$ cat src/verilog/axil_ram_pkg.sv
package axil_ram_pkg;

    localparam int ADDR_WIDTH  = 16;
    localparam int DATA_WIDTH  = 32;
    localparam int STRB_WIDTH  = DATA_WIDTH / 8;
    localparam int RAM_BYTES   = 4096;
    localparam int RAM_WORDS   = RAM_BYTES / STRB_WIDTH;
    localparam int OFFSET_BITS = $clog2(STRB_WIDTH);  // byte offset inside a word
    localparam int INDEX_BITS  = $clog2(RAM_WORDS);

    typedef logic [ADDR_WIDTH-1:0] addr_t;
    typedef logic [DATA_WIDTH-1:0] data_t;
    typedef logic [STRB_WIDTH-1:0] strb_t;
    typedef logic [INDEX_BITS-1:0] index_t;
    typedef logic [1:0]            resp_t;
    typedef logic [INDEX_BITS:0]   count_t;  // 0 to RAM_WORDS inclusive

    localparam resp_t RESP_OKAY   = 2'b00;
    localparam resp_t RESP_DECERR = 2'b11;

    // master to slave
    typedef struct packed {
        logic  aw_valid;
        addr_t aw_addr;
        logic  w_valid;
        data_t w_data;
        strb_t w_strb;
        logic  b_ready;
        logic  ar_valid;
        addr_t ar_addr;
        logic  r_ready;
    } axil_req_t;

    // slave to master
    typedef struct packed {
        logic  aw_ready;
        logic  w_ready;
        logic  b_valid;
        resp_t b_resp;
        logic  ar_ready;
        logic  r_valid;
        data_t r_data;
        resp_t r_resp;
    } axil_rsp_t;

    typedef enum logic [2:0] {
        ARB_IDLE,
        ARB_M0_WR,
        ARB_M0_RD,
        ARB_M1_WR,
        ARB_M1_RD
    } arb_state_e;

    typedef enum logic [1:0] {
        FILL_IDLE,
        FILL_ADDR_DATA,
        FILL_RESP,
        FILL_DONE
    } fill_state_e;

endpackage

$ cat src/verilog/fill_engine.sv
`timescale 1ns/1ps

module fill_engine (
    input  logic                    clk,
    input  logic                    rst,
    input  logic                    fill_start,
    input  axil_ram_pkg::addr_t     fill_base,
    input  axil_ram_pkg::count_t    fill_count,
    input  axil_ram_pkg::data_t     fill_pattern,
    output logic                    fill_busy,
    output logic                    fill_done,
    output logic                    fill_error,
    output axil_ram_pkg::axil_req_t req,
    input  axil_ram_pkg::axil_rsp_t rsp
);

    axil_ram_pkg::fill_state_e state;

    axil_ram_pkg::addr_t  base_q;
    axil_ram_pkg::count_t count_q;
    axil_ram_pkg::data_t  pattern_q;
    axil_ram_pkg::count_t index;
    axil_ram_pkg::count_t index_next;

    logic aw_done;
    logic w_done;
    logic aw_hs;
    logic w_hs;
    logic b_hs;
    logic error_q;

    always_comb begin
        req.aw_valid = (state == axil_ram_pkg::FILL_ADDR_DATA) && !aw_done;
        req.aw_addr  = base_q +
                       axil_ram_pkg::addr_t'({index, {axil_ram_pkg::OFFSET_BITS{1'b0}}});
        req.w_valid  = (state == axil_ram_pkg::FILL_ADDR_DATA) && !w_done;
        req.w_data   = pattern_q + axil_ram_pkg::data_t'(index);
        req.w_strb   = '1;
        req.b_ready  = (state == axil_ram_pkg::FILL_RESP);
        req.ar_valid = 1'b0;  // write-only master
        req.ar_addr  = '0;
        req.r_ready  = 1'b0;
    end

    assign aw_hs      = req.aw_valid && rsp.aw_ready;
    assign w_hs       = req.w_valid && rsp.w_ready;
    assign b_hs       = req.b_ready && rsp.b_valid;
    assign index_next = index + 1'b1;

    assign fill_busy  = (state == axil_ram_pkg::FILL_ADDR_DATA) ||
                        (state == axil_ram_pkg::FILL_RESP);
    assign fill_done  = (state == axil_ram_pkg::FILL_DONE);
    assign fill_error = error_q;

    always_ff @(posedge clk) begin
        if (rst) begin
            state   <= axil_ram_pkg::FILL_IDLE;
            aw_done <= 1'b0;
            w_done  <= 1'b0;
            error_q <= 1'b0;
        end else begin
            case (state)
                axil_ram_pkg::FILL_IDLE: begin
                    if (fill_start) begin
                        error_q <= 1'b0;
                        aw_done <= 1'b0;
                        w_done  <= 1'b0;
                        state   <= (fill_count == '0) ? axil_ram_pkg::FILL_DONE
                                                      : axil_ram_pkg::FILL_ADDR_DATA;
                    end
                end
                axil_ram_pkg::FILL_ADDR_DATA: begin
                    if ((aw_done || aw_hs) && (w_done || w_hs)) begin
                        aw_done <= 1'b0;
                        w_done  <= 1'b0;
                        state   <= axil_ram_pkg::FILL_RESP;
                    end else begin
                        if (aw_hs) aw_done <= 1'b1;
                        if (w_hs) w_done <= 1'b1;
                    end
                end
                axil_ram_pkg::FILL_RESP: begin
                    if (b_hs) begin
                        if (rsp.b_resp == axil_ram_pkg::RESP_DECERR) error_q <= 1'b1;
                        state <= (index_next == count_q) ? axil_ram_pkg::FILL_DONE
                                                         : axil_ram_pkg::FILL_ADDR_DATA;
                    end
                end
                default: state <= axil_ram_pkg::FILL_IDLE;  // one-cycle done
            endcase
        end
    end

    // job parameters and word index
    always_ff @(posedge clk) begin
        if (state == axil_ram_pkg::FILL_IDLE && fill_start) begin
            base_q    <= fill_base;
            count_q   <= fill_count;
            pattern_q <= fill_pattern;
            index     <= '0;
        end else if (state == axil_ram_pkg::FILL_RESP && b_hs) begin
            index <= index_next;
        end
    end

endmodule
$ cat config.mk
export PLATFORM = sky130hd
export DESIGN_NAME = fill_engine
export DESIGN_NICKNAME = d
export VERILOG_FILES = /design/src/verilog/axil_ram_pkg.sv /design/src/verilog/fill_engine.sv
export SDC_FILE = /design/constraint.sdc
export NUM_CORES = 1
export LEC_CHECK = 0
export BUFFER_PORTS_ARGS = -buffer_cell sky130_fd_sc_hd__buf_4
export CAP_MARGIN = 30
export CORE_UTILIZATION = 40
export CTS_CLUSTER_DIAMETER = 60
export DETAILED_ROUTE_END_ITERATION = 7
export PLACE_DENSITY = 0.71
export SLEW_MARGIN = 15
export SYNTH_ARGS = -nofsm -noshare
export SYNTH_HDL_FRONTEND = slang
export SYNTH_SLANG_ARGS = --single-unit
export TNS_END_PERCENT = 5
$ cat constraint.sdc
create_clock -name clk -period 3.2 [get_ports clk]
set_input_delay 0.16 -clock clk [delete_from_list [all_inputs] [get_ports clk]]
set_output_delay 0.16 -clock clk [all_outputs]
set_load 0.005 [all_outputs]
==> results of run 1 <==
-- kinds of logic (layout without fill, tap and decap cells) --
| kind of cell | Yosys count | count (layout) | synth area share [%] |
|---|---|---|---|
| compound gates | 74 | 74 | 10.9 |
| xor+xnor | 62 | 62 | 12.4 |
| fa+ha+maj | 30 | 30 | 8.90 |
| buf+inv | 41 | 212 | 5.62 |
| flops | 75 | 75 | 47.7 |
| other cells | 2 | 22 | 0.171 |
| simple gates | 127 | 127 | 14.3 |
-- stage by stage --
stage	utilization [%]	power (mW)
finish	59.0	3.24
global route	59.0	3.44
CTS	59.0	3.27
detailed placement	51.4	2.47
global placement	51.4	2.43
floorplan	-	2.00
-- state kept, by name, summed over array words and instances (netlist names) --
register    count
pattern_q      32
fill_error      1
state           2
base_q         16
count_q        11
aw_done         1
w_done          1
index          11
-- worst paths after layout --
kind,endpoint,slack [ns]
max reg2reg,state[1]$_SDFFE_PP0P_,0.75
min,fill_error$_SDFFE_PP0P_,0.07
max,req[43],0.24
min reg2reg,fill_error$_SDFFE_PP0P_,0.50
-- routing by layer --
metal	GRT usage (%)	wire length, µm	vias to the layer above
met2	32.3	5050	131
met5	0	0	-
met3	3.65	553	16
li1	-	-	1819
met4	9.00	199	0
met1	22.2	4460	1669
-- power groups by stage --
stage               Combinational [mW]  Clock, mW  Sequential, mW
CTS                               1.10      0.763            1.41
global route                      1.20      0.807            1.43
floorplan                        0.575          0            1.42
global placement                  1.01          0            1.42
finish                            1.09      0.740            1.41
detailed placement                1.04          0            1.43
-- what timing repair did --
item	CTS	global route
resized for setup	0	1
hold buffers	60	0
hold endpoints to repair	61	0
setup buffers	0	0
setup endpoints to repair	0	4
-- area by class of cell --
type                            instances  share of cell area [%]
Multi-Input combinational cell        315                    34.4
Sequential cell                        75                    33.9
Timing Repair Buffer                  184                    25.0
Tap cell                              136                    2.76
Clock buffer                           14                    2.63
Inverter                               12                   0.729
Clock inverter                          2                   0.567
-- cells in the final DEF (no fill, tap or decap), types with 4 or more instances in the layout --
cell and count:
xor2_1 20, a31oi_1 4, nand4_1 10, o21ai_1 5, dlygate4sd3_1 60, o21ai_0 12
inv_1 11, o21a_1 5, or3_1 5, nor2b_1 9, buf_4 123, a21oi_1 25
ha_1 28, a211oi_1 6, nand2_1 29, xnor2_1 42, nor2_1 30, nor4_1 5
and3_1 5, conb_1 22, clkbuf_8 11, dfxtp_1 16, edfxtp_1 59, nor3_1 9
nand3_1 14
-- tightest hold or removal path: cells and delay by family --
family / cells / cell delay, ns
AOI/OAI and AO/OA: 1 / 0.05
buffers and inverters: 1 / 0.11
and+or+nand+nor: 1 / 0.05
==> flow_summary.ini, run 1 <==
[clocking]
clk_pin_slew_ns = 0.08
clkLatencyLatePin_ns = 0.35
cts_buffers = 9
cts_sinks = 75
cts_buffer_depth = 2
cts_htree_levels = 3
root_buffer = clkbuf_8
cts_tree = done

[routing]
num_vias = 3635
antenna_left = 0
drc = 0
first_iter_violations = 239
wl_um = 10300
wl_per_cell_um = 13.9
first_pass_iters = 4
via_per_inst = 4.93

[sta]
tns_ns = 0
fin_crit_ns = 2.96
finalCritPeriodShare_pct = 92.5
fmax_mhz = 338
setup_violations = 0
slew_viol_final = 0
setup_ws_ns = 0.241
tightest_slew_ns = 0.730
hold_viol_final = 0
worst_hold_slack_ns = 0.0710
clock_skew_ns = 0.0103
relSlewSlack_pct = 51.3
rsz0062_at_grt = false

[placement]
gp_congestion = 0.867
place_ws_ns = 0.534
dp_cells = 662
postPlaceCellArea_um2 = 5380
dp_hpwl_um = 7550
port_buffers = 120

[setup_path]
crit_buf_inv = 1
crit_cells = 9
cp.arrival_ns = 2.80
cp_slowest_cell = fa_1
critPathLaunchType = register
worstPathMaxFanout = 6
path_delay_family = compound AO/OA/AOI/OAI gates
reg2reg_depth = 7
startpoint = pattern_q[0]$_DFFE_PP_
critPathCaptureType = output port
path_class = register to output port
crit_required_ns = 3.04
r2r-start = state[0]$_SDFFE_PP0P_
path_cells = ha_1 > fa_1 > a211oi_1 > o21ai_1 > a31oi_1 > o21a_2 > nand2b_1 > xnor2_1 > buf_4
critical-path-max-stage-delay_ns = 0.44

[floorplanning]
fp-row-count = 37
die_w_um = 107
chipHeight_um = 107
dieArea_um2 = 11400
core-area_um2 = 10500
ioPinCount = 179
start_util_pct = 41.9

[global_routing]
globalRouteOverflowTotal = 0
grt_pass1_wl_um = 16400
antenna_found_initial = 0
grt_pass1_vias = 3544
grt_use_total_pct = 18.7
grt_max_degree = 32

[status]
status = completed

[power]
pwr-share-clk_pct = 22.8
power_density_nw_per_um2 = 525
leakagePower_nw = 2.56
power.share.switching_pct = 30.4
power_frac_comb_pct = 33.7
p_int_mw = 2.25
seqPwrFrac_pct = 43.5
ir_drop_uv = 318
power.switching_mw = 0.986

[layout]
drive_gt1_share_pct = 23.8
regArea_um2 = 2090
final_cells = 738
final_cell_area_um2 = 6170
n_fill_cell = 875
nets = 730
num_antenna_cells = 0
syn_to_final_growth_pct = 40.7
multi_input_area_um2 = 2130

[yosys]
yosysTopAreaCellShare_pct = 40.4
synth_edf_count = 59
syn_area_um2 = 4390
postSynth.asyncResetShare_pct = 0
synthTopCellsByArea = edfxtp_1, xnor2_1, ha_1
ys_seq_elements = 75
yosysWarnings = 0
synth_most_common_cell = edfxtp_1
ys.flop_type = edfxtp_1
yosysTopAreaCell = edfxtp_1
avgSynthCellArea_um2 = 10.7
synth_cell_types = 45
synth_cells = 411
synth_commonest_cells = edfxtp_1, xnor2_1, nor2_1, nand2_1, ha_1
yosysSeqAreaShare_pct = 47.7

[min_path]
worstHoldPathType = input pin to register
min_from = rsp[37]
holdPathStages = 3

[job]
drv_cap = 0
Note: power is estimated with default switching activity, not from simulation.
==> inputs of run 2 (changes only) <==
--- a/config.mk
+++ b/config.mk
@@ -10,7 +10,7 @@
 export CORE_UTILIZATION = 40
 export CTS_CLUSTER_DIAMETER = 60
 export DETAILED_ROUTE_END_ITERATION = 7
-export PLACE_DENSITY = 0.71
+export PLACE_DENSITY = 0.69
 export SLEW_MARGIN = 15
 export SYNTH_ARGS = -nofsm -noshare
 export SYNTH_HDL_FRONTEND = slang
==> run 2 against run 1 <==
  * Global-route usage fell by 0.64 points
  * Worst setup slack gained 0.0038 ns
  * Sequential power hardly changed
  * Register-to-register slack improved by 0.08 ns
  * Hold slack improved by 0.011 ns
  * Largest power group unchanged
  * Highest routed layer unchanged
==> flow_summary.ini, run 2 (same netlist as run 1, synthesis figures left out) <==
[layout]
regArea_um2 = 2090
largest_register_ffs = 32
drive_gt1_share_pct = 24.0
multi_input_area_um2 = 2130
final_common_cell = buf_4
final_cell_mix = buf_4, dlygate4sd3_1, edfxtp_1, xnor2_1, nor2_1
top_register = pattern_q
nets = 728
num_antenna_cells = 0
largest_registers = pattern_q x32, base_q x16
n_fill_cell = 878
post-route-util_pct = 58.6
syn_to_final_growth_pct = 39.8

[setup_path]
cp.arrival_ns = 2.80
critPathLaunchType = register
path_class = register to output port
critPathCaptureType = output port
r2r-start = state[0]$_SDFFE_PP0P_
crit_required_ns = 3.04
regToRegSetupSlack_ns = 0.83
path_delay_family = compound AO/OA/AOI/OAI gates
worstPathMaxFanout = 6
critical-path-max-stage-delay_ns = 0.43
path_cells = ha_1 > fa_1 > a211oi_1 > o21ai_1 > a31oi_2 > o21a_2 > nand2b_1 > xnor2_1 > buf_4
cp_slowest_cell = fa_1
crit_buf_inv = 1
startpoint = pattern_q[0]$_DFFE_PP_
reg2reg_depth = 7
reg2reg_to = state[1]$_SDFFE_PP0P_

[sta]
fmax_mhz = 338
setup_ws_ns = 0.245
hold_viol_final = 0
slew_viol_final = 0
clock_skew_ns = 0.00719
tightest_slew_ns = 0.735
worst_hold_slack_ns = 0.0819
relSlewSlack_pct = 51.0
tns_ns = 0
fin_crit_ns = 2.96
finalCritPeriodShare_pct = 92.4
setup_violations = 0
rsz0062_at_grt = false

[min_path]
min_to = w_done$_SDFFE_PP0P_
worstHoldPathType = input pin to register
min_from = rsp[39]
holdPathStages = 3

[power]
seqPwrFrac_pct = 45.2
leakagePower_nw = 2.53
p_total_mw = 3.12
power.switching_mw = 0.982
ir_drop_uv = 364
power_frac_comb_pct = 34.4
power_density_nw_per_um2 = 509
p_int_mw = 2.14
power.share.switching_pct = 31.5
pwr-share-clk_pct = 20.3

[routing]
antenna_left = 0
first_iter_violations = 166
first_pass_iters = 4
wl_per_cell_um = 13.7
drc = 0
via_per_inst = 4.93
wl_um = 10100
num_vias = 3623

[clocking]
root_buffer = clkbuf_8
cts_buffers = 9
post_cts_buffers = 0
cts_tree = done
clkLatencyLatePin_ns = 0.35
cts_htree_levels = 3
cts_sinks = 75
cts_buffer_depth = 2
clk_pin_slew_ns = 0.07

[floorplanning]
start_util_pct = 41.9
core-area_um2 = 10500
dieArea_um2 = 11400
ioPinCount = 179
chipHeight_um = 107
die_w_um = 107
fp-row-count = 37

[job]
drv_cap = 0

[global_routing]
grt_pass1_vias = 3457
grt_max_degree = 42
grt_pass1_wl_um = 15800
antenna_found_initial = 0
globalRouteOverflowTotal = 0
grt_use_total_pct = 18.1

[status]
status = completed

[placement]
place_ws_ns = 0.463
gp_congestion = 0.810
dp_hpwl_um = 7230
port_buffers = 120
## run 2: cell count changes in the layout (fill, tap and decap cells not counted)
cell	before	now
bufinv_16	1	0
clkinvlp_4	0	2
clkinv_2	1	3
clkbuf_1	3	0
clkbuf_8	11	10
a31oi_2	0	1
a31oi_1	4	3
buf_4	123	121
## run 2: worst max path at each step
stage / end / slack, ns / cells after the start
global route: req[70] / 0.04 / 11
detailed placement: req[43] / 0.46 / 9
CTS: req[43] / 0.05 / 9
floorplan: base_q[0]$_DFFE_PP_ / 0.15 / 5
finish: req[43] / 0.24 / 9
global placement: req[43] / 0.53 / 9
## run 2: through the flow
stage / cells / area [µm²]
3_3_place_gp: 660 / 5360
3_5_place_dp: 660 / 5360
4_1_cts: 735 / 6130
6_report: 735 / 6140
5_1_grt: 735 / 6140
2_1_floorplan: 431 / 4460
## run 2: cell type report
class | instances | area share [%]
multi-input combinational | 315 | 34.7
tap | 136 | 2.77
inverter | 12 | 0.734
sequential | 75 | 34.1
timing repair buffer | 182 | 24.9
clock buffer | 10 | 2.24
clock inverter | 5 | 0.489
## run 2: tightest hold or removal path: stages
cell	delay, ns
buf_4	0.09
a21oi_1	0.05
nor2b_1	0.10
## run 2: what timing repair did
item	in CTS	in global routing
hold endpoints to repair	61	0
resized for setup	0	2
hold buffers	60	0
endpoints found under the setup margin	0	4
## run 2: routing by layer
layer | part of all wire [%] | vias to the layer above | wire, µm | track usage, %
met5 | 0 | - | 0 | 0
met4 | 1.2 | 0 | 121 | 6.85
met3 | 5.3 | 11 | 532 | 4.38
met2 | 50 | 129 | 5060 | 31.9
met1 | 43 | 1679 | 4380 | 21.0
li1 | - | 1804 | - | -
## run 2: power groups by stage
stage / Combinational (mW) / Sequential [mW] / Clock, mW
3_5_place_dp: 1.02 / 1.43 / 0
2_1_floorplan: 0.575 / 1.42 / 0
4_1_cts: 1.08 / 1.41 / 0.668
3_3_place_gp: 1.00 / 1.42 / 0
5_1_grt: 1.18 / 1.43 / 0.689
6_report: 1.07 / 1.41 / 0.635
==> inputs of run 3 (changes only) <==
--- a/config.mk
+++ b/config.mk
@@ -7,10 +7,12 @@
 export LEC_CHECK = 0
 export BUFFER_PORTS_ARGS = -buffer_cell sky130_fd_sc_hd__buf_4
 export CAP_MARGIN = 30
-export CORE_UTILIZATION = 40
+export CELL_PAD_IN_SITES_DETAIL_PLACEMENT = 2
+export CELL_PAD_IN_SITES_GLOBAL_PLACEMENT = 2
+export CORE_UTILIZATION = 26
 export CTS_CLUSTER_DIAMETER = 60
 export DETAILED_ROUTE_END_ITERATION = 7
-export PLACE_DENSITY = 0.69
+export PLACE_DENSITY = 0.74
 export SLEW_MARGIN = 15
 export SYNTH_ARGS = -nofsm -noshare
 export SYNTH_HDL_FRONTEND = slang
==> run 3 against run 2 <==
  * Die area increased by 53%
  * Hold slack worse by 0.062 ns
  * Largest cell class unchanged
  * Critical endpoint is now req[51]
  * Highest routed layer unchanged
  * Sequential share of layout area fell by 1.4 points
  * Clock-buffer cell count grew 2
  * Non-clock buffer count down 1
  * Global-route usage fell by 1.7 points
  * Flip-flop and latch count unchanged
  * Utilization is 20 points lower
==> flow_summary.ini, run 3 (same netlist as run 1, synthesis figures left out) <==
[layout]
top_register = pattern_q
nets = 727
largest_registers = pattern_q x32, base_q x16
final_cell_mix = buf_4, edfxtp_1, dlygate4sd3_1, xnor2_1, nor2_1
n_fill_cell = 1786
num_antenna_cells = 0
largest_register_ffs = 32
syn_to_final_growth_pct = 45.8
final_cell_area_um2 = 6400
final_cells = 819
drive_gt1_share_pct = 24.4
final_common_cell = buf_4

[clocking]
cts_buffers = 9
cts_sinks = 75
clk_pin_slew_ns = 0.06
root_buffer = clkbuf_16
cts_tree = done
cts_buffer_depth = 2
post_cts_buffers = 0
cts_htree_levels = 3
clkLatencyLatePin_ns = 0.34

[sta]
finalCritPeriodShare_pct = 93.5
relSlewSlack_pct = 53.4
setup_ws_ns = 0.207
hold_viol_final = 0
tns_ns = 0
fmax_mhz = 334
tightest_slew_ns = 0.698
setup_violations = 0
slew_viol_final = 0
rsz0062_at_grt = false
fin_crit_ns = 2.99
clock_skew_ns = 0.00724

[min_path]
min_from = fill_count[5]
worstHoldPathType = input pin to register

[status]
status = completed

[setup_path]
crit_required_ns = 3.04
path_class = register to output port
critPathCaptureType = output port
crit_buf_inv = 1
startpoint = pattern_q[0]$_DFFE_PP_
r2r-start = state[0]$_SDFFE_PP0P_
critPathLaunchType = register
path_cells = ha_1 > fa_1 > a211oi_2 > o21ai_1 > a31oi_2 > o21a_2 > nor2_1 > xor2_1 > buf_4
cp.arrival_ns = 2.83
worstPathMaxFanout = 6
path_delay_family = compound AO/OA/AOI/OAI gates
cp_slowest_cell = fa_1
critical-path-max-stage-delay_ns = 0.45

[global_routing]
globalRouteOverflowTotal = 0
grt_max_degree = 28
grt_use_total_pct = 16.3
antenna_found_initial = 0
grt.busiest_layer = met2
grt_pass1_wl_um = 22100
met3_usage_pct = 3.04
gr-usage-met2_pct = 30.4
grt_pass1_vias = 4209
use_met1_pct = 18.1

[placement]
dp_hpwl_um = 9990
postPlaceCellArea_um2 = 5470
gp_congestion = 0.829
port_buffers = 120
dp_cells = 746
place_ws_ns = 0.364

[job]
drv_cap = 0

[routing]
wl_um = 13500
antenna_left = 0
wl_per_cell_um = 16.4
first_iter_violations = 111
first_pass_iters = 4
drc = 0
num_vias = 3763
via_per_inst = 4.59

[floorplanning]
chipHeight_um = 132
fp-row-count = 47
ioPinCount = 179
core-area_um2 = 16500
dieArea_um2 = 17400
start_util_pct = 26.6
die_w_um = 132

[power]
leakagePower_nw = 2.61
ir_drop_uv = 280
power_density_nw_per_um2 = 581
-- run 3: cell types whose count changed in the layout (fill, tap and decap cells not counted), moves of 2 or more --
cell and delta:
dlygate4sd3_1 -3, clkbuf_8 -10, bufinv_16 +2, clkinvlp_4 -2, clkinv_2 -2, buf_4 +3
clkbuf_16 +11
-- run 3: report_power, final --
part	leakage (nW)	internal [mW]	switching, mW
clock network	0.170	0.774	0.411
logic	1.75	0.542	0.568
registers	0.691	1.30	0.121
-- run 3: worst paths after layout --
kind / to / slack (ns) / cells after the start
setup / recovery: req[51] / 0.21 / 9
hold / removal: count_q[5]$_DFFE_PP_ / 0.02 / 1
setup reg to reg: state[1]$_SDFFE_PP0P_ / 0.78 / 7
hold reg to reg: fill_error$_SDFFE_PP0P_ / 0.49 / 2
-- run 3: area by class of cell --
cell class	count	area, µm²	area share, %
Clock inverter	4	68.8	1.08
Timing Repair Buffer	181	1500	23.5
Inverter	12	45.0	0.704
Multi-Input combinational cell	315	2140	33.4
Clock buffer	12	279	4.36
Tap cell	220	275	4.30
Sequential cell	75	2090	32.7
-- run 3: repair_timing --
action | 4_1_cts | 5_1_grt
gates cloned | 0 | 0
resized for setup | 1 | 2
hold buffers | 57 | 0
setup endpoints to repair | 2 | 6
endpoints found under the hold margin | 57 | 0
-- run 3: per-stage QoR --
| step | util (%) | total power [mW] | hold WS, ns |
|---|---|---|---|
| after floorplan | - | 2.00 | 0.229 |
| after CTS | 38.7 | 3.77 | 0.000906 |
| after global placement | 33.1 | 2.45 | 0.338 |
| final | 38.7 | 3.72 | 0.0199 |
| after detailed placement | 33.1 | 2.51 | 0.339 |
| after global routing | 38.7 | 3.93 | 0.00472 |
-- run 3: metal layers --
layer | wire, µm | up-vias
met2 | 7160 | 100
met5 | 0 | -
met3 | 504 | 16
li1 | - | 1800
met1 | 5550 | 1847
met4 | 248 | 0
-- run 3: worst register-to-register path, stage by stage (launching register included) --
cell	delay, ns
dfxtp_1	0.43
inv_1	0.10
ha_1	0.34
a222oi_1	0.63
nand4_1	0.19
nor4_1	0.34
nand2_1	0.11
o41ai_2	0.19
