==> config.mk <==
export PLATFORM = sky130hd
export DESIGN_NAME = axil_arbiter
export DESIGN_NICKNAME = d
export VERILOG_FILES = /design/src/verilog/axil_ram_pkg.sv /design/src/verilog/axil_arbiter.sv
export SDC_FILE = /design/constraint.sdc
export NUM_CORES = 1
export LEC_CHECK = 0
export ABC_CLOCK_PERIOD_IN_PS = 5800
export BUFFER_PORTS_ARGS = -buffer_cell sky130_fd_sc_hd__buf_2
export CAP_MARGIN = 20
export CORE_AREA = 5 5 132 134
export DETAILED_ROUTE_END_ITERATION = 10
export DIE_AREA = 0 0 137 139
export MAX_ROUTING_LAYER = met4
export PLACE_DENSITY_LB_ADDON = 0.05
export REMOVE_ABC_BUFFERS = 1
export SLEW_MARGIN = 20
export SYNTH_ARGS = -nofsm -noshare
export SYNTH_HDL_FRONTEND = slang
export SYNTH_SLANG_ARGS = --single-unit
==> constraint.sdc <==
create_clock -name clk -period 5.8 [get_ports clk]
set_input_delay 1.74 -clock clk [delete_from_list [all_inputs] [get_ports clk]]
set_output_delay 1.74 -clock clk [all_outputs]
set_load 0.02 [all_outputs]
==> src/verilog/axil_ram_pkg.sv <==
package axil_ram_pkg;

    localparam int ADDR_WIDTH  = 16;
    localparam int DATA_WIDTH  = 32;
    localparam int STRB_WIDTH  = DATA_WIDTH / 8;
    localparam int RAM_BYTES   = 4096;
    localparam int RAM_WORDS   = RAM_BYTES / STRB_WIDTH;
    localparam int OFFSET_BITS = $clog2(STRB_WIDTH);  // byte offset inside a word
    localparam int INDEX_BITS  = $clog2(RAM_WORDS);

    typedef logic [ADDR_WIDTH-1:0] addr_t;
    typedef logic [DATA_WIDTH-1:0] data_t;
    typedef logic [STRB_WIDTH-1:0] strb_t;
    typedef logic [INDEX_BITS-1:0] index_t;
    typedef logic [1:0]            resp_t;
    typedef logic [INDEX_BITS:0]   count_t;  // 0 to RAM_WORDS inclusive

    localparam resp_t RESP_OKAY   = 2'b00;
    localparam resp_t RESP_DECERR = 2'b11;

    // master to slave
    typedef struct packed {
        logic  aw_valid;
        addr_t aw_addr;
        logic  w_valid;
        data_t w_data;
        strb_t w_strb;
        logic  b_ready;
        logic  ar_valid;
        addr_t ar_addr;
        logic  r_ready;
    } axil_req_t;

    // slave to master
    typedef struct packed {
        logic  aw_ready;
        logic  w_ready;
        logic  b_valid;
        resp_t b_resp;
        logic  ar_ready;
        logic  r_valid;
        data_t r_data;
        resp_t r_resp;
    } axil_rsp_t;

    typedef enum logic [2:0] {
        ARB_IDLE,
        ARB_M0_WR,
        ARB_M0_RD,
        ARB_M1_WR,
        ARB_M1_RD
    } arb_state_e;

    typedef enum logic [1:0] {
        FILL_IDLE,
        FILL_ADDR_DATA,
        FILL_RESP,
        FILL_DONE
    } fill_state_e;

endpackage

==> src/verilog/axil_arbiter.sv <==
`timescale 1ns/1ps

module axil_arbiter (
    input  logic                    clk,
    input  logic                    rst,
    input  axil_ram_pkg::axil_req_t m0_req,
    output axil_ram_pkg::axil_rsp_t m0_rsp,
    input  axil_ram_pkg::axil_req_t m1_req,
    output axil_ram_pkg::axil_rsp_t m1_rsp,
    output axil_ram_pkg::axil_req_t s_req,
    input  axil_ram_pkg::axil_rsp_t s_rsp
);

    axil_ram_pkg::arb_state_e state;
    axil_ram_pkg::arb_state_e next_state;

    logic last_m1;  // master granted most recently

    logic m0_wr;
    logic m0_rd;
    logic m1_wr;
    logic m1_rd;
    logic grant_m1;
    logic grant_wr;
    logic grant_rd;
    logic wr_done;
    logic rd_done;

    axil_ram_pkg::axil_req_t sel_req;
    axil_ram_pkg::axil_rsp_t sel_rsp;

    assign m0_wr = m0_req.aw_valid || m0_req.w_valid;
    assign m0_rd = m0_req.ar_valid;
    assign m1_wr = m1_req.aw_valid || m1_req.w_valid;
    assign m1_rd = m1_req.ar_valid;

    assign grant_m1 = (state == axil_ram_pkg::ARB_M1_WR) || (state == axil_ram_pkg::ARB_M1_RD);
    assign grant_wr = (state == axil_ram_pkg::ARB_M0_WR) || (state == axil_ram_pkg::ARB_M1_WR);
    assign grant_rd = (state == axil_ram_pkg::ARB_M0_RD) || (state == axil_ram_pkg::ARB_M1_RD);

    assign sel_req = grant_m1 ? m1_req : m0_req;

    // only the granted direction reaches the RAM
    always_comb begin
        s_req   = sel_req;
        sel_rsp = s_rsp;
        if (!grant_wr) begin
            s_req.aw_valid   = 1'b0;
            s_req.w_valid    = 1'b0;
            s_req.b_ready    = 1'b0;
            sel_rsp.aw_ready = 1'b0;
            sel_rsp.w_ready  = 1'b0;
            sel_rsp.b_valid  = 1'b0;
        end
        if (!grant_rd) begin
            s_req.ar_valid   = 1'b0;
            s_req.r_ready    = 1'b0;
            sel_rsp.ar_ready = 1'b0;
            sel_rsp.r_valid  = 1'b0;
        end
        m0_rsp = '0;
        m1_rsp = '0;
        if (grant_m1) begin
            m1_rsp = sel_rsp;
        end else begin
            m0_rsp = sel_rsp;
        end
    end

    assign wr_done = s_rsp.b_valid && s_req.b_ready;
    assign rd_done = s_rsp.r_valid && s_req.r_ready;

    always_comb begin
        next_state = state;
        case (state)
            axil_ram_pkg::ARB_IDLE: begin
                if (last_m1) begin  // m0 goes first
                    if (m0_wr) next_state = axil_ram_pkg::ARB_M0_WR;
                    else if (m0_rd) next_state = axil_ram_pkg::ARB_M0_RD;
                    else if (m1_wr) next_state = axil_ram_pkg::ARB_M1_WR;
                    else if (m1_rd) next_state = axil_ram_pkg::ARB_M1_RD;
                end else begin
                    if (m1_wr) next_state = axil_ram_pkg::ARB_M1_WR;
                    else if (m1_rd) next_state = axil_ram_pkg::ARB_M1_RD;
                    else if (m0_wr) next_state = axil_ram_pkg::ARB_M0_WR;
                    else if (m0_rd) next_state = axil_ram_pkg::ARB_M0_RD;
                end
            end
            axil_ram_pkg::ARB_M0_WR,
            axil_ram_pkg::ARB_M1_WR: begin
                if (wr_done) next_state = axil_ram_pkg::ARB_IDLE;
            end
            axil_ram_pkg::ARB_M0_RD,
            axil_ram_pkg::ARB_M1_RD: begin
                if (rd_done) next_state = axil_ram_pkg::ARB_IDLE;
            end
            default: next_state = axil_ram_pkg::ARB_IDLE;
        endcase
    end

    always_ff @(posedge clk) begin
        if (rst) begin
            state   <= axil_ram_pkg::ARB_IDLE;
            last_m1 <= 1'b1;  // host wins the first tie
        end else begin
            state <= next_state;
            if (state == axil_ram_pkg::ARB_IDLE && next_state != axil_ram_pkg::ARB_IDLE) begin
                last_m1 <= (next_state == axil_ram_pkg::ARB_M1_WR) ||
                           (next_state == axil_ram_pkg::ARB_M1_RD);
            end
        end
    end

endmodule

==> flow_results.xml, run 1 <==
<?xml version="1.0" encoding="UTF-8"?>
<metrics>
  <group name="run_status">
    <metric name="run_status" unit="">completed</metric>
  </group>
  <group name="power_and_ir_drop">
    <metric name="vdd.ir_drop.worst" unit="V">0.000122</metric>
    <metric name="combinational_power_share" unit="">0.778</metric>
    <metric name="p_seq_frac" unit="">0.078</metric>
    <metric name="power_switching_share" unit="">0.493</metric>
    <metric name="p_switching" unit="mW">0.364</metric>
    <metric name="power_per_cell_area" unit="nW/um^2">189</metric>
    <metric name="leakage" unit="nW">2.24</metric>
    <metric name="clock_power_share" unit="">0.144</metric>
    <metric name="internal-power" unit="mW">0.374</metric>
    <metric name="total_power" unit="mW">0.738</metric>
  </group>
  <group name="grt">
    <metric name="first_global_vias" unit="">3031</metric>
    <metric name="antenna_violations_before_repair" unit="">6</metric>
    <metric name="global_route_overflow" unit="">0</metric>
    <metric name="largest_net_degree_at_the_start_of_global_routing" unit="">83</metric>
    <metric name="track_usage" unit="">0.127</metric>
    <metric name="wire_length_of_the_first_global_routing_pass" unit="um">18000</metric>
  </group>
  <group name="place">
    <metric name="place.gp.congestion" unit="">0.817</metric>
    <metric name="placed_area" unit="um^2">3810</metric>
    <metric name="dpl.cell_count" unit="">771</metric>
    <metric name="hpwl" unit="um">12000</metric>
    <metric name="count_of_buffers_from_port_buffering" unit="">343</metric>
  </group>
  <group name="logic_synthesis">
    <metric name="synth.mux.area_fraction" unit="">0.479</metric>
    <metric name="synth_edf_count" unit="">0</metric>
    <metric name="synth_top_area_share" unit="">0.240</metric>
    <metric name="netlist_top_cells_count" unit="">sky130_fd_sc_hd__mux2_2 (40), sky130_fd_sc_hd__nor2b_1 (40), sky130_fd_sc_hd__and2_1 (39)</metric>
    <metric name="syn_area" unit="um^2">1880</metric>
    <metric name="synth_top_family_by_area" unit="">multiplexers</metric>
    <metric name="synth.lib_cells_used.distinct" unit="">33</metric>
    <metric name="synth-main-ff-cell" unit="">sky130_fd_sc_hd__dfxtp_1</metric>
    <metric name="synth_area_leaders" unit="">sky130_fd_sc_hd__mux2_2 (24%), sky130_fd_sc_hd__mux2_4 (22%), sky130_fd_sc_hd__nor2b_1 (13%)</metric>
    <metric name="synth_compound_gate_area_share" unit="">0.0605</metric>
    <metric name="synth_adder_area_share" unit="">0</metric>
    <metric name="syn_inst" unit="">223</metric>
    <metric name="postSynth.asyncResetShare" unit="">0</metric>
    <metric name="yosys.area.top_type" unit="">sky130_fd_sc_hd__mux2_2</metric>
    <metric name="synthesized_area_per_cell" unit="um^2">8.43</metric>
    <metric name="synth_simple_gate_area_frac" unit="">0.360</metric>
    <metric name="postSynthRegisterBits" unit="">4</metric>
    <metric name="synthesis.yosys.warnings" unit="">0</metric>
    <metric name="share_of_the_synthesized_netlist_area_taken_by_xor_and_xnor_gates" unit="">0</metric>
    <metric name="ys_seq_area_frac" unit="">0.0426</metric>
  </group>
  <group name="floorplan">
    <metric name="pin_count" unit="">344</metric>
    <metric name="die_area" unit="um^2">19000</metric>
    <metric name="core-area" unit="um^2">16200</metric>
    <metric name="die-width" unit="um">137</metric>
    <metric name="die_height" unit="um">139</metric>
    <metric name="initial_core_util" unit="">0.116</metric>
    <metric name="core.rowCount" unit="">47</metric>
  </group>
  <group name="routing">
    <metric name="drt_iter0_drc" unit="">37</metric>
    <metric name="met3_wirelength" unit="um">1500</metric>
    <metric name="via_per_inst" unit="">3.71</metric>
    <metric name="routed_wl" unit="um">13200</metric>
    <metric name="dr_wl_met2" unit="um">7090</metric>
    <metric name="top_layer" unit="">met4</metric>
    <metric name="route.detailed.drc" unit="">0</metric>
    <metric name="wirelength_met1" unit="um">4390</metric>
    <metric name="drtAntennaViolNets" unit="">0</metric>
    <metric name="routed_wire_length_per_instance" unit="um">16.9</metric>
    <metric name="vias" unit="">2890</metric>
    <metric name="firstDrtPassIters" unit="">4</metric>
  </group>
  <group name="hold_path">
    <metric name="hold_path_stages" unit="">3</metric>
    <metric name="min_delay_worst_endpoint" unit="">state[2]</metric>
    <metric name="hold_start" unit="">last_m1</metric>
    <metric name="min-delay-path-class" unit="">reg -&gt; reg</metric>
  </group>
  <group name="cts">
    <metric name="clk_root_buffer_cell" unit="">sky130_fd_sc_hd__clkbuf_16</metric>
    <metric name="clockBufferDepth" unit="">2</metric>
    <metric name="postCtsSetupBuffers" unit="">0</metric>
    <metric name="cts-htree-levels" unit="">1</metric>
    <metric name="tritoncts.num_buffers" unit="">3</metric>
    <metric name="clk_transition_reported_paths" unit="ns">0.03</metric>
    <metric name="number_of_buffers_inserted_by_hold_repair_at_cts" unit="">0</metric>
    <metric name="clock_sinks" unit="">4</metric>
    <metric name="clock_tree_from_tritoncts" unit="">yes</metric>
    <metric name="clk_latency" unit="ns">0.22</metric>
    <metric name="cts_repair_resize_count" unit="">0</metric>
  </group>
  <group name="layout">
    <metric name="final_nets" unit="">745</metric>
    <metric name="post_synthesis_to_final_layout_area_growth" unit="%">107</metric>
    <metric name="filler_cells_inserted" unit="">1817</metric>
    <metric name="multi_input_comb_area" unit="um^2">1700</metric>
    <metric name="finish.utilization" unit="">0.241</metric>
    <metric name="seqCellArea" unit="um^2">80.1</metric>
    <metric name="final_layout_size_suffix_gt1_frac" unit="">0.760</metric>
    <metric name="layout.cells.non_filler" unit="">780</metric>
    <metric name="post_layout_instance_area" unit="um^2">3900</metric>
  </group>
  <group name="flow_run">
    <metric name="cap_viol_max_count" unit="">0</metric>
  </group>
  <group name="critical_path">
    <metric name="worst_ep_arrival_time" unit="ns">2.46</metric>
    <metric name="crit_path_max_fanout" unit="">58</metric>
    <metric name="cp.buffers_inverters" unit="">2</metric>
    <metric name="critical_path.reg2reg.endpoint" unit="">last_m1</metric>
    <metric name="rr_worst_depth" unit="">4</metric>
    <metric name="critPathCaptureType" unit="">output pin</metric>
    <metric name="critical_path_class" unit="">reg -&gt; out</metric>
    <metric name="rr_startpoint" unit="">state[1]</metric>
    <metric name="critical_path.startpoint" unit="">state[1]</metric>
    <metric name="critical-path-top-delay-family" unit="">buffers and inverters</metric>
    <metric name="setup_slack_of_the_worst_register_to_register_path" unit="ns">4.21</metric>
    <metric name="path_cells" unit="">nor3b_4 -&gt; a21oi_4 -&gt; buf_4 -&gt; mux2_2 -&gt; buf_2</metric>
    <metric name="slowest_stage" unit="">sky130_fd_sc_hd__dfxtp_1</metric>
    <metric name="critical_path_required" unit="ns">4.06</metric>
    <metric name="worst_path_largest_cell_delay" unit="ns">0.70</metric>
    <metric name="worstSetupStartpointType" unit="">flip-flop</metric>
  </group>
  <group name="timing">
    <metric name="rsz0062_at_grt" unit="">no</metric>
    <metric name="final_hold_viol_count" unit="">0</metric>
    <metric name="portion_of_the_clock_cycle_consumed_by_the_worst_path_in_the_final_layout" unit="">0.724</metric>
    <metric name="period_needed" unit="ns">4.20</metric>
    <metric name="clock_skew" unit="ns">0.00113</metric>
    <metric name="worst_margin_slew" unit="ns">0.708</metric>
    <metric name="totalNegativeSetupSlack" unit="ns">0</metric>
    <metric name="report.final.setup_viol" unit="">0</metric>
    <metric name="final_max_slew_viol_count" unit="">0</metric>
    <metric name="maxSlewHeadroom" unit="">0.528</metric>
    <metric name="clock.fmax" unit="GHz">0.238</metric>
  </group>
</metrics>
[per-layer routing]
| metal | up-vias | track usage |
|---|---|---|
| met5 | - | - |
| met1 | 1276 | 0.117 |
| li1 | 1440 | - |
| met4 | 0 | 0.0221 |
| met2 | 162 | 0.250 |
| met3 | 12 | 0.0410 |
[area by class of cell]
class                           instances  share of cell area
Clock buffer                            3              0.0193
Inverter                                2             0.00193
Sequential cell                         4              0.0206
Tap cell                              220              0.0706
Antenna cell                            6             0.00385
Multi-Input combinational cell        200               0.436
Timing Repair Buffer                  345               0.448
[flip-flops by register name, indices dropped and copies added (netlist names)]
register,cells
state,3
last_m1,1
[cell families (layout without fill, tap and decap cells)]
family | count (synthesis) | after routing
other | 0 | 6
buffers and inverters | 19 | 350
multiplexers | 71 | 71
AO/OA/AOI/OAI | 17 | 17
AND/OR/NAND/NOR | 112 | 112
flip-flops | 4 | 4
[power groups by stage]
stage	clock [mW]	sequential [mW]	combinational (mW)
floorplan	0	0.0509	0.376
global placement	0	0.0599	0.587
detailed placement	0	0.0589	0.585
CTS	0.108	0.0580	0.586
global route	0.113	0.0607	0.618
finish	0.106	0.0572	0.574
[worst min-delay path: stages (launching register included)]
cell                      delay [ns]
sky130_fd_sc_hd__dfxtp_1        0.36
sky130_fd_sc_hd__o21ai_0        0.09
sky130_fd_sc_hd__nand4_1        0.10
sky130_fd_sc_hd__a21oi_1        0.14
[stage by stage]
step	worst slack (ns)	hold WS, ns
5_1_grt	1.44	0.788
6_report	1.60	0.738
4_1_cts	1.56	0.745
3_5_place_dp	1.77	0.743
2_1_floorplan	-0.813	0.644
3_3_place_gp	1.77	0.745
[worst max-delay path by stage]
stage / to / slack, ns / cells after the start
2_1_floorplan: s_req[10] / -0.81 / 2
5_1_grt: s_req[24] / 1.44 / 5
4_1_cts: s_req[24] / 1.56 / 5
6_report: s_req[24] / 1.60 / 5
3_5_place_dp: s_req[19] / 1.77 / 3
3_3_place_gp: s_req[19] / 1.77 / 3
[layout by cell type, fill, tap and decap left out, types with 2 or more instances in the layout]
| cell type | n |
|---|---|
| sky130_fd_sc_hd__buf_2 | 343 |
| sky130_fd_sc_hd__and3b_1 | 2 |
| sky130_fd_sc_hd__a22oi_1 | 2 |
| sky130_fd_sc_hd__dfxtp_1 | 4 |
| sky130_fd_sc_hd__inv_1 | 2 |
| sky130_fd_sc_hd__nand2b_1 | 4 |
| sky130_fd_sc_hd__o21ai_0 | 2 |
| sky130_fd_sc_hd__and2_1 | 39 |
| sky130_fd_sc_hd__nor2_1 | 13 |
| sky130_fd_sc_hd__nor3_1 | 2 |
| sky130_fd_sc_hd__mux2_4 | 28 |
| sky130_fd_sc_hd__mux2i_1 | 3 |
| sky130_fd_sc_hd__mux2_2 | 40 |
| sky130_fd_sc_hd__nor2b_1 | 40 |
| sky130_fd_sc_hd__o22ai_1 | 2 |
| sky130_fd_sc_hd__nand3_1 | 3 |
| sky130_fd_sc_hd__nand2_1 | 3 |
| sky130_fd_sc_hd__diode_2 | 6 |
| sky130_fd_sc_hd__a21oi_1 | 4 |
| sky130_fd_sc_hd__clkbuf_16 | 3 |
Power figures use the tool's default switching activity.
==> inputs of run 2 (changes only) <==
Settings changed: ABC_CLOCK_PERIOD_IN_PS 5800 to 4000, CORE_AREA 5 5 132 134 to 5 5 129 131, DIE_AREA 0 0 137 139 to 0 0 134 136.
Clock period 5.8 ns to 4 ns, I/O delays scaled along.
==> flow_results.xml, run 2 (synthesis gave the netlist of run 1 again) <==
<?xml version="1.0" encoding="UTF-8"?>
<metrics>
  <group name="cts">
    <metric name="clk_latency" unit="ns">0.23</metric>
    <metric name="clk_transition_reported_paths" unit="ns">0.03</metric>
    <metric name="tritoncts.num_buffers" unit="">3</metric>
    <metric name="postCtsSetupBuffers" unit="">0</metric>
    <metric name="number_of_buffers_inserted_by_hold_repair_at_cts" unit="">0</metric>
    <metric name="cts_repair_resize_count" unit="">0</metric>
    <metric name="clock_tree_from_tritoncts" unit="">yes</metric>
    <metric name="clk_root_buffer_cell" unit="">sky130_fd_sc_hd__clkbuf_16</metric>
    <metric name="clock_sinks" unit="">4</metric>
    <metric name="cts-htree-levels" unit="">1</metric>
    <metric name="clockBufferDepth" unit="">2</metric>
  </group>
  <group name="place">
    <metric name="count_of_buffers_from_port_buffering" unit="">343</metric>
    <metric name="place.gp.congestion" unit="">0.815</metric>
    <metric name="dpl.cell_count" unit="">743</metric>
    <metric name="hpwl" unit="um">10800</metric>
  </group>
  <group name="power_and_ir_drop">
    <metric name="leakage" unit="nW">2.24</metric>
    <metric name="power_per_cell_area" unit="nW/um^2">277</metric>
    <metric name="total_power" unit="mW">1.07</metric>
    <metric name="vdd.ir_drop.worst" unit="V">0.000118</metric>
  </group>
  <group name="timing">
    <metric name="final_hold_viol_count" unit="">0</metric>
    <metric name="final_max_slew_viol_count" unit="">0</metric>
    <metric name="holdWs" unit="ns">0.760</metric>
    <metric name="period_needed" unit="ns">3.49</metric>
    <metric name="maxSlewHeadroom" unit="">0.598</metric>
    <metric name="report.final.setup_viol" unit="">0</metric>
    <metric name="rsz0062_at_grt" unit="">no</metric>
    <metric name="portion_of_the_clock_cycle_consumed_by_the_worst_path_in_the_final_layout" unit="">0.873</metric>
    <metric name="clock_skew" unit="ns">0.00311</metric>
    <metric name="totalNegativeSetupSlack" unit="ns">0</metric>
    <metric name="clock.fmax" unit="GHz">0.286</metric>
    <metric name="worst_margin_slew" unit="ns">0.602</metric>
  </group>
  <group name="flow_run">
    <metric name="cap_viol_max_count" unit="">0</metric>
  </group>
  <group name="layout">
    <metric name="final_cell_mix" unit="">sky130_fd_sc_hd__buf_2 (343), sky130_fd_sc_hd__nor2b_1 (40), sky130_fd_sc_hd__mux2_2 (40)</metric>
    <metric name="final_nets" unit="">745</metric>
    <metric name="layout.cells.non_filler" unit="">749</metric>
    <metric name="reg_top3" unit="">state (3), last_m1 (1)</metric>
    <metric name="finish.utilization" unit="">0.249</metric>
    <metric name="max_ffs_per_register" unit="">3</metric>
    <metric name="seqCellArea" unit="um^2">80.1</metric>
    <metric name="registers.top_by_ff_count" unit="">state</metric>
    <metric name="multi_input_comb_area" unit="um^2">1700</metric>
    <metric name="layout_commonest_cell" unit="">sky130_fd_sc_hd__buf_2</metric>
    <metric name="post_synthesis_to_final_layout_area_growth" unit="%">105</metric>
    <metric name="filler_cells_inserted" unit="">1779</metric>
    <metric name="final_layout_size_suffix_gt1_frac" unit="">0.760</metric>
  </group>
  <group name="routing">
    <metric name="routed_wire_length_per_instance" unit="um">16.2</metric>
    <metric name="drtAntennaViolNets" unit="">0</metric>
    <metric name="route.detailed.drc" unit="">0</metric>
    <metric name="firstDrtPassIters" unit="">6</metric>
    <metric name="vias" unit="">2913</metric>
    <metric name="via_per_inst" unit="">3.89</metric>
    <metric name="routed_wl" unit="um">12100</metric>
    <metric name="drt_iter0_drc" unit="">58</metric>
  </group>
  <group name="run_status">
    <metric name="run_status" unit="">completed</metric>
  </group>
  <group name="floorplan">
    <metric name="core-area" unit="um^2">15500</metric>
    <metric name="die_height" unit="um">136</metric>
    <metric name="pin_count" unit="">344</metric>
    <metric name="core.rowCount" unit="">46</metric>
    <metric name="die_area" unit="um^2">18200</metric>
    <metric name="die-width" unit="um">134</metric>
    <metric name="initial_core_util" unit="">0.121</metric>
  </group>
  <group name="critical_path">
    <metric name="critical_path_class" unit="">reg -&gt; out</metric>
    <metric name="path_cells" unit="">nor3b_4 -&gt; a21oi_4 -&gt; buf_12 -&gt; mux2_2 -&gt; buf_2</metric>
    <metric name="worst_path_largest_cell_delay" unit="ns">0.69</metric>
    <metric name="critical-path-top-delay-family" unit="">flip-flops</metric>
    <metric name="worst_ep_arrival_time" unit="ns">2.29</metric>
    <metric name="cp.buffers_inverters" unit="">2</metric>
    <metric name="critPathCaptureType" unit="">output pin</metric>
    <metric name="crit_path_max_fanout" unit="">103</metric>
    <metric name="critical_path_required" unit="ns">2.80</metric>
    <metric name="slowest_stage" unit="">sky130_fd_sc_hd__dfxtp_1</metric>
    <metric name="worstSetupStartpointType" unit="">flip-flop</metric>
  </group>
  <group name="grt">
    <metric name="antenna_violations_before_repair" unit="">3</metric>
    <metric name="wire_length_of_the_first_global_routing_pass" unit="um">16800</metric>
    <metric name="global_route_overflow" unit="">0</metric>
    <metric name="first_global_vias" unit="">2898</metric>
    <metric name="track_usage" unit="">0.121</metric>
    <metric name="largest_net_degree_at_the_start_of_global_routing" unit="">104</metric>
  </group>
  <group name="hold_path">
    <metric name="min-delay-path-class" unit="">reg -&gt; reg</metric>
  </group>
</metrics>
run 2: cell types whose count changed in the layout (fill, tap and decap cells not counted), sizes merged:
cell and change:
diode -3
run 2: layer usage:
layer / vias to the layer above / share of wire / GRT usage
met1: 1312 / 0.34 / 0.116
met3: 0 / 0.082 / 0.0237
met5: - / 0 / -
met2: 167 / 0.58 / 0.255
met4: 0 / 0 / 0.0103
li1: 1434 / - / -
run 2: worst paths after layout:
check | to | cells after the start | slack (ns) | start
max reg2reg | last_m1 | 4 | 2.41 | state[1]
min reg2reg | state[2] | 3 | 0.76 | state[2]
max | s_req[20] | 5 | 0.51 | state[1]
min | state[2] | 3 | 0.76 | state[2]
run 2: area by class of cell:
class	instances	area share
repair buffers	345	0.453
multi-input cells	200	0.441
well taps	192	0.0623
flip-flops and latches	4	0.0208
clock buffers	3	0.0195
inverters	2	0.00195
diodes	3	0.00195
run 2: worst register-to-register path, cell delays in order, from the launching register on:
cell                       delay (ns)
sky130_fd_sc_hd__dfxtp_1         0.69
sky130_fd_sc_hd__nor3_2          0.20
sky130_fd_sc_hd__a221oi_1        0.35
sky130_fd_sc_hd__a31o_2          0.16
sky130_fd_sc_hd__a31oi_1         0.07
run 2: report_power, final:
group,internal [mW],total [mW],switching [mW]
Clock,0.128,0.157,0.0288
Combinational,0.363,0.830,0.467
Sequential,0.0507,0.0826,0.0320
run 2: per-stage QoR:
stage | setup slack [ns] | instance area, um^2
6_report | 0.508 | 3850
5_1_grt | 0.377 | 3850
4_1_cts | 0.518 | 3850
3_5_place_dp | 0.773 | 3770
3_3_place_gp | 0.839 | 3770
2_1_floorplan | -2.07 | 1780
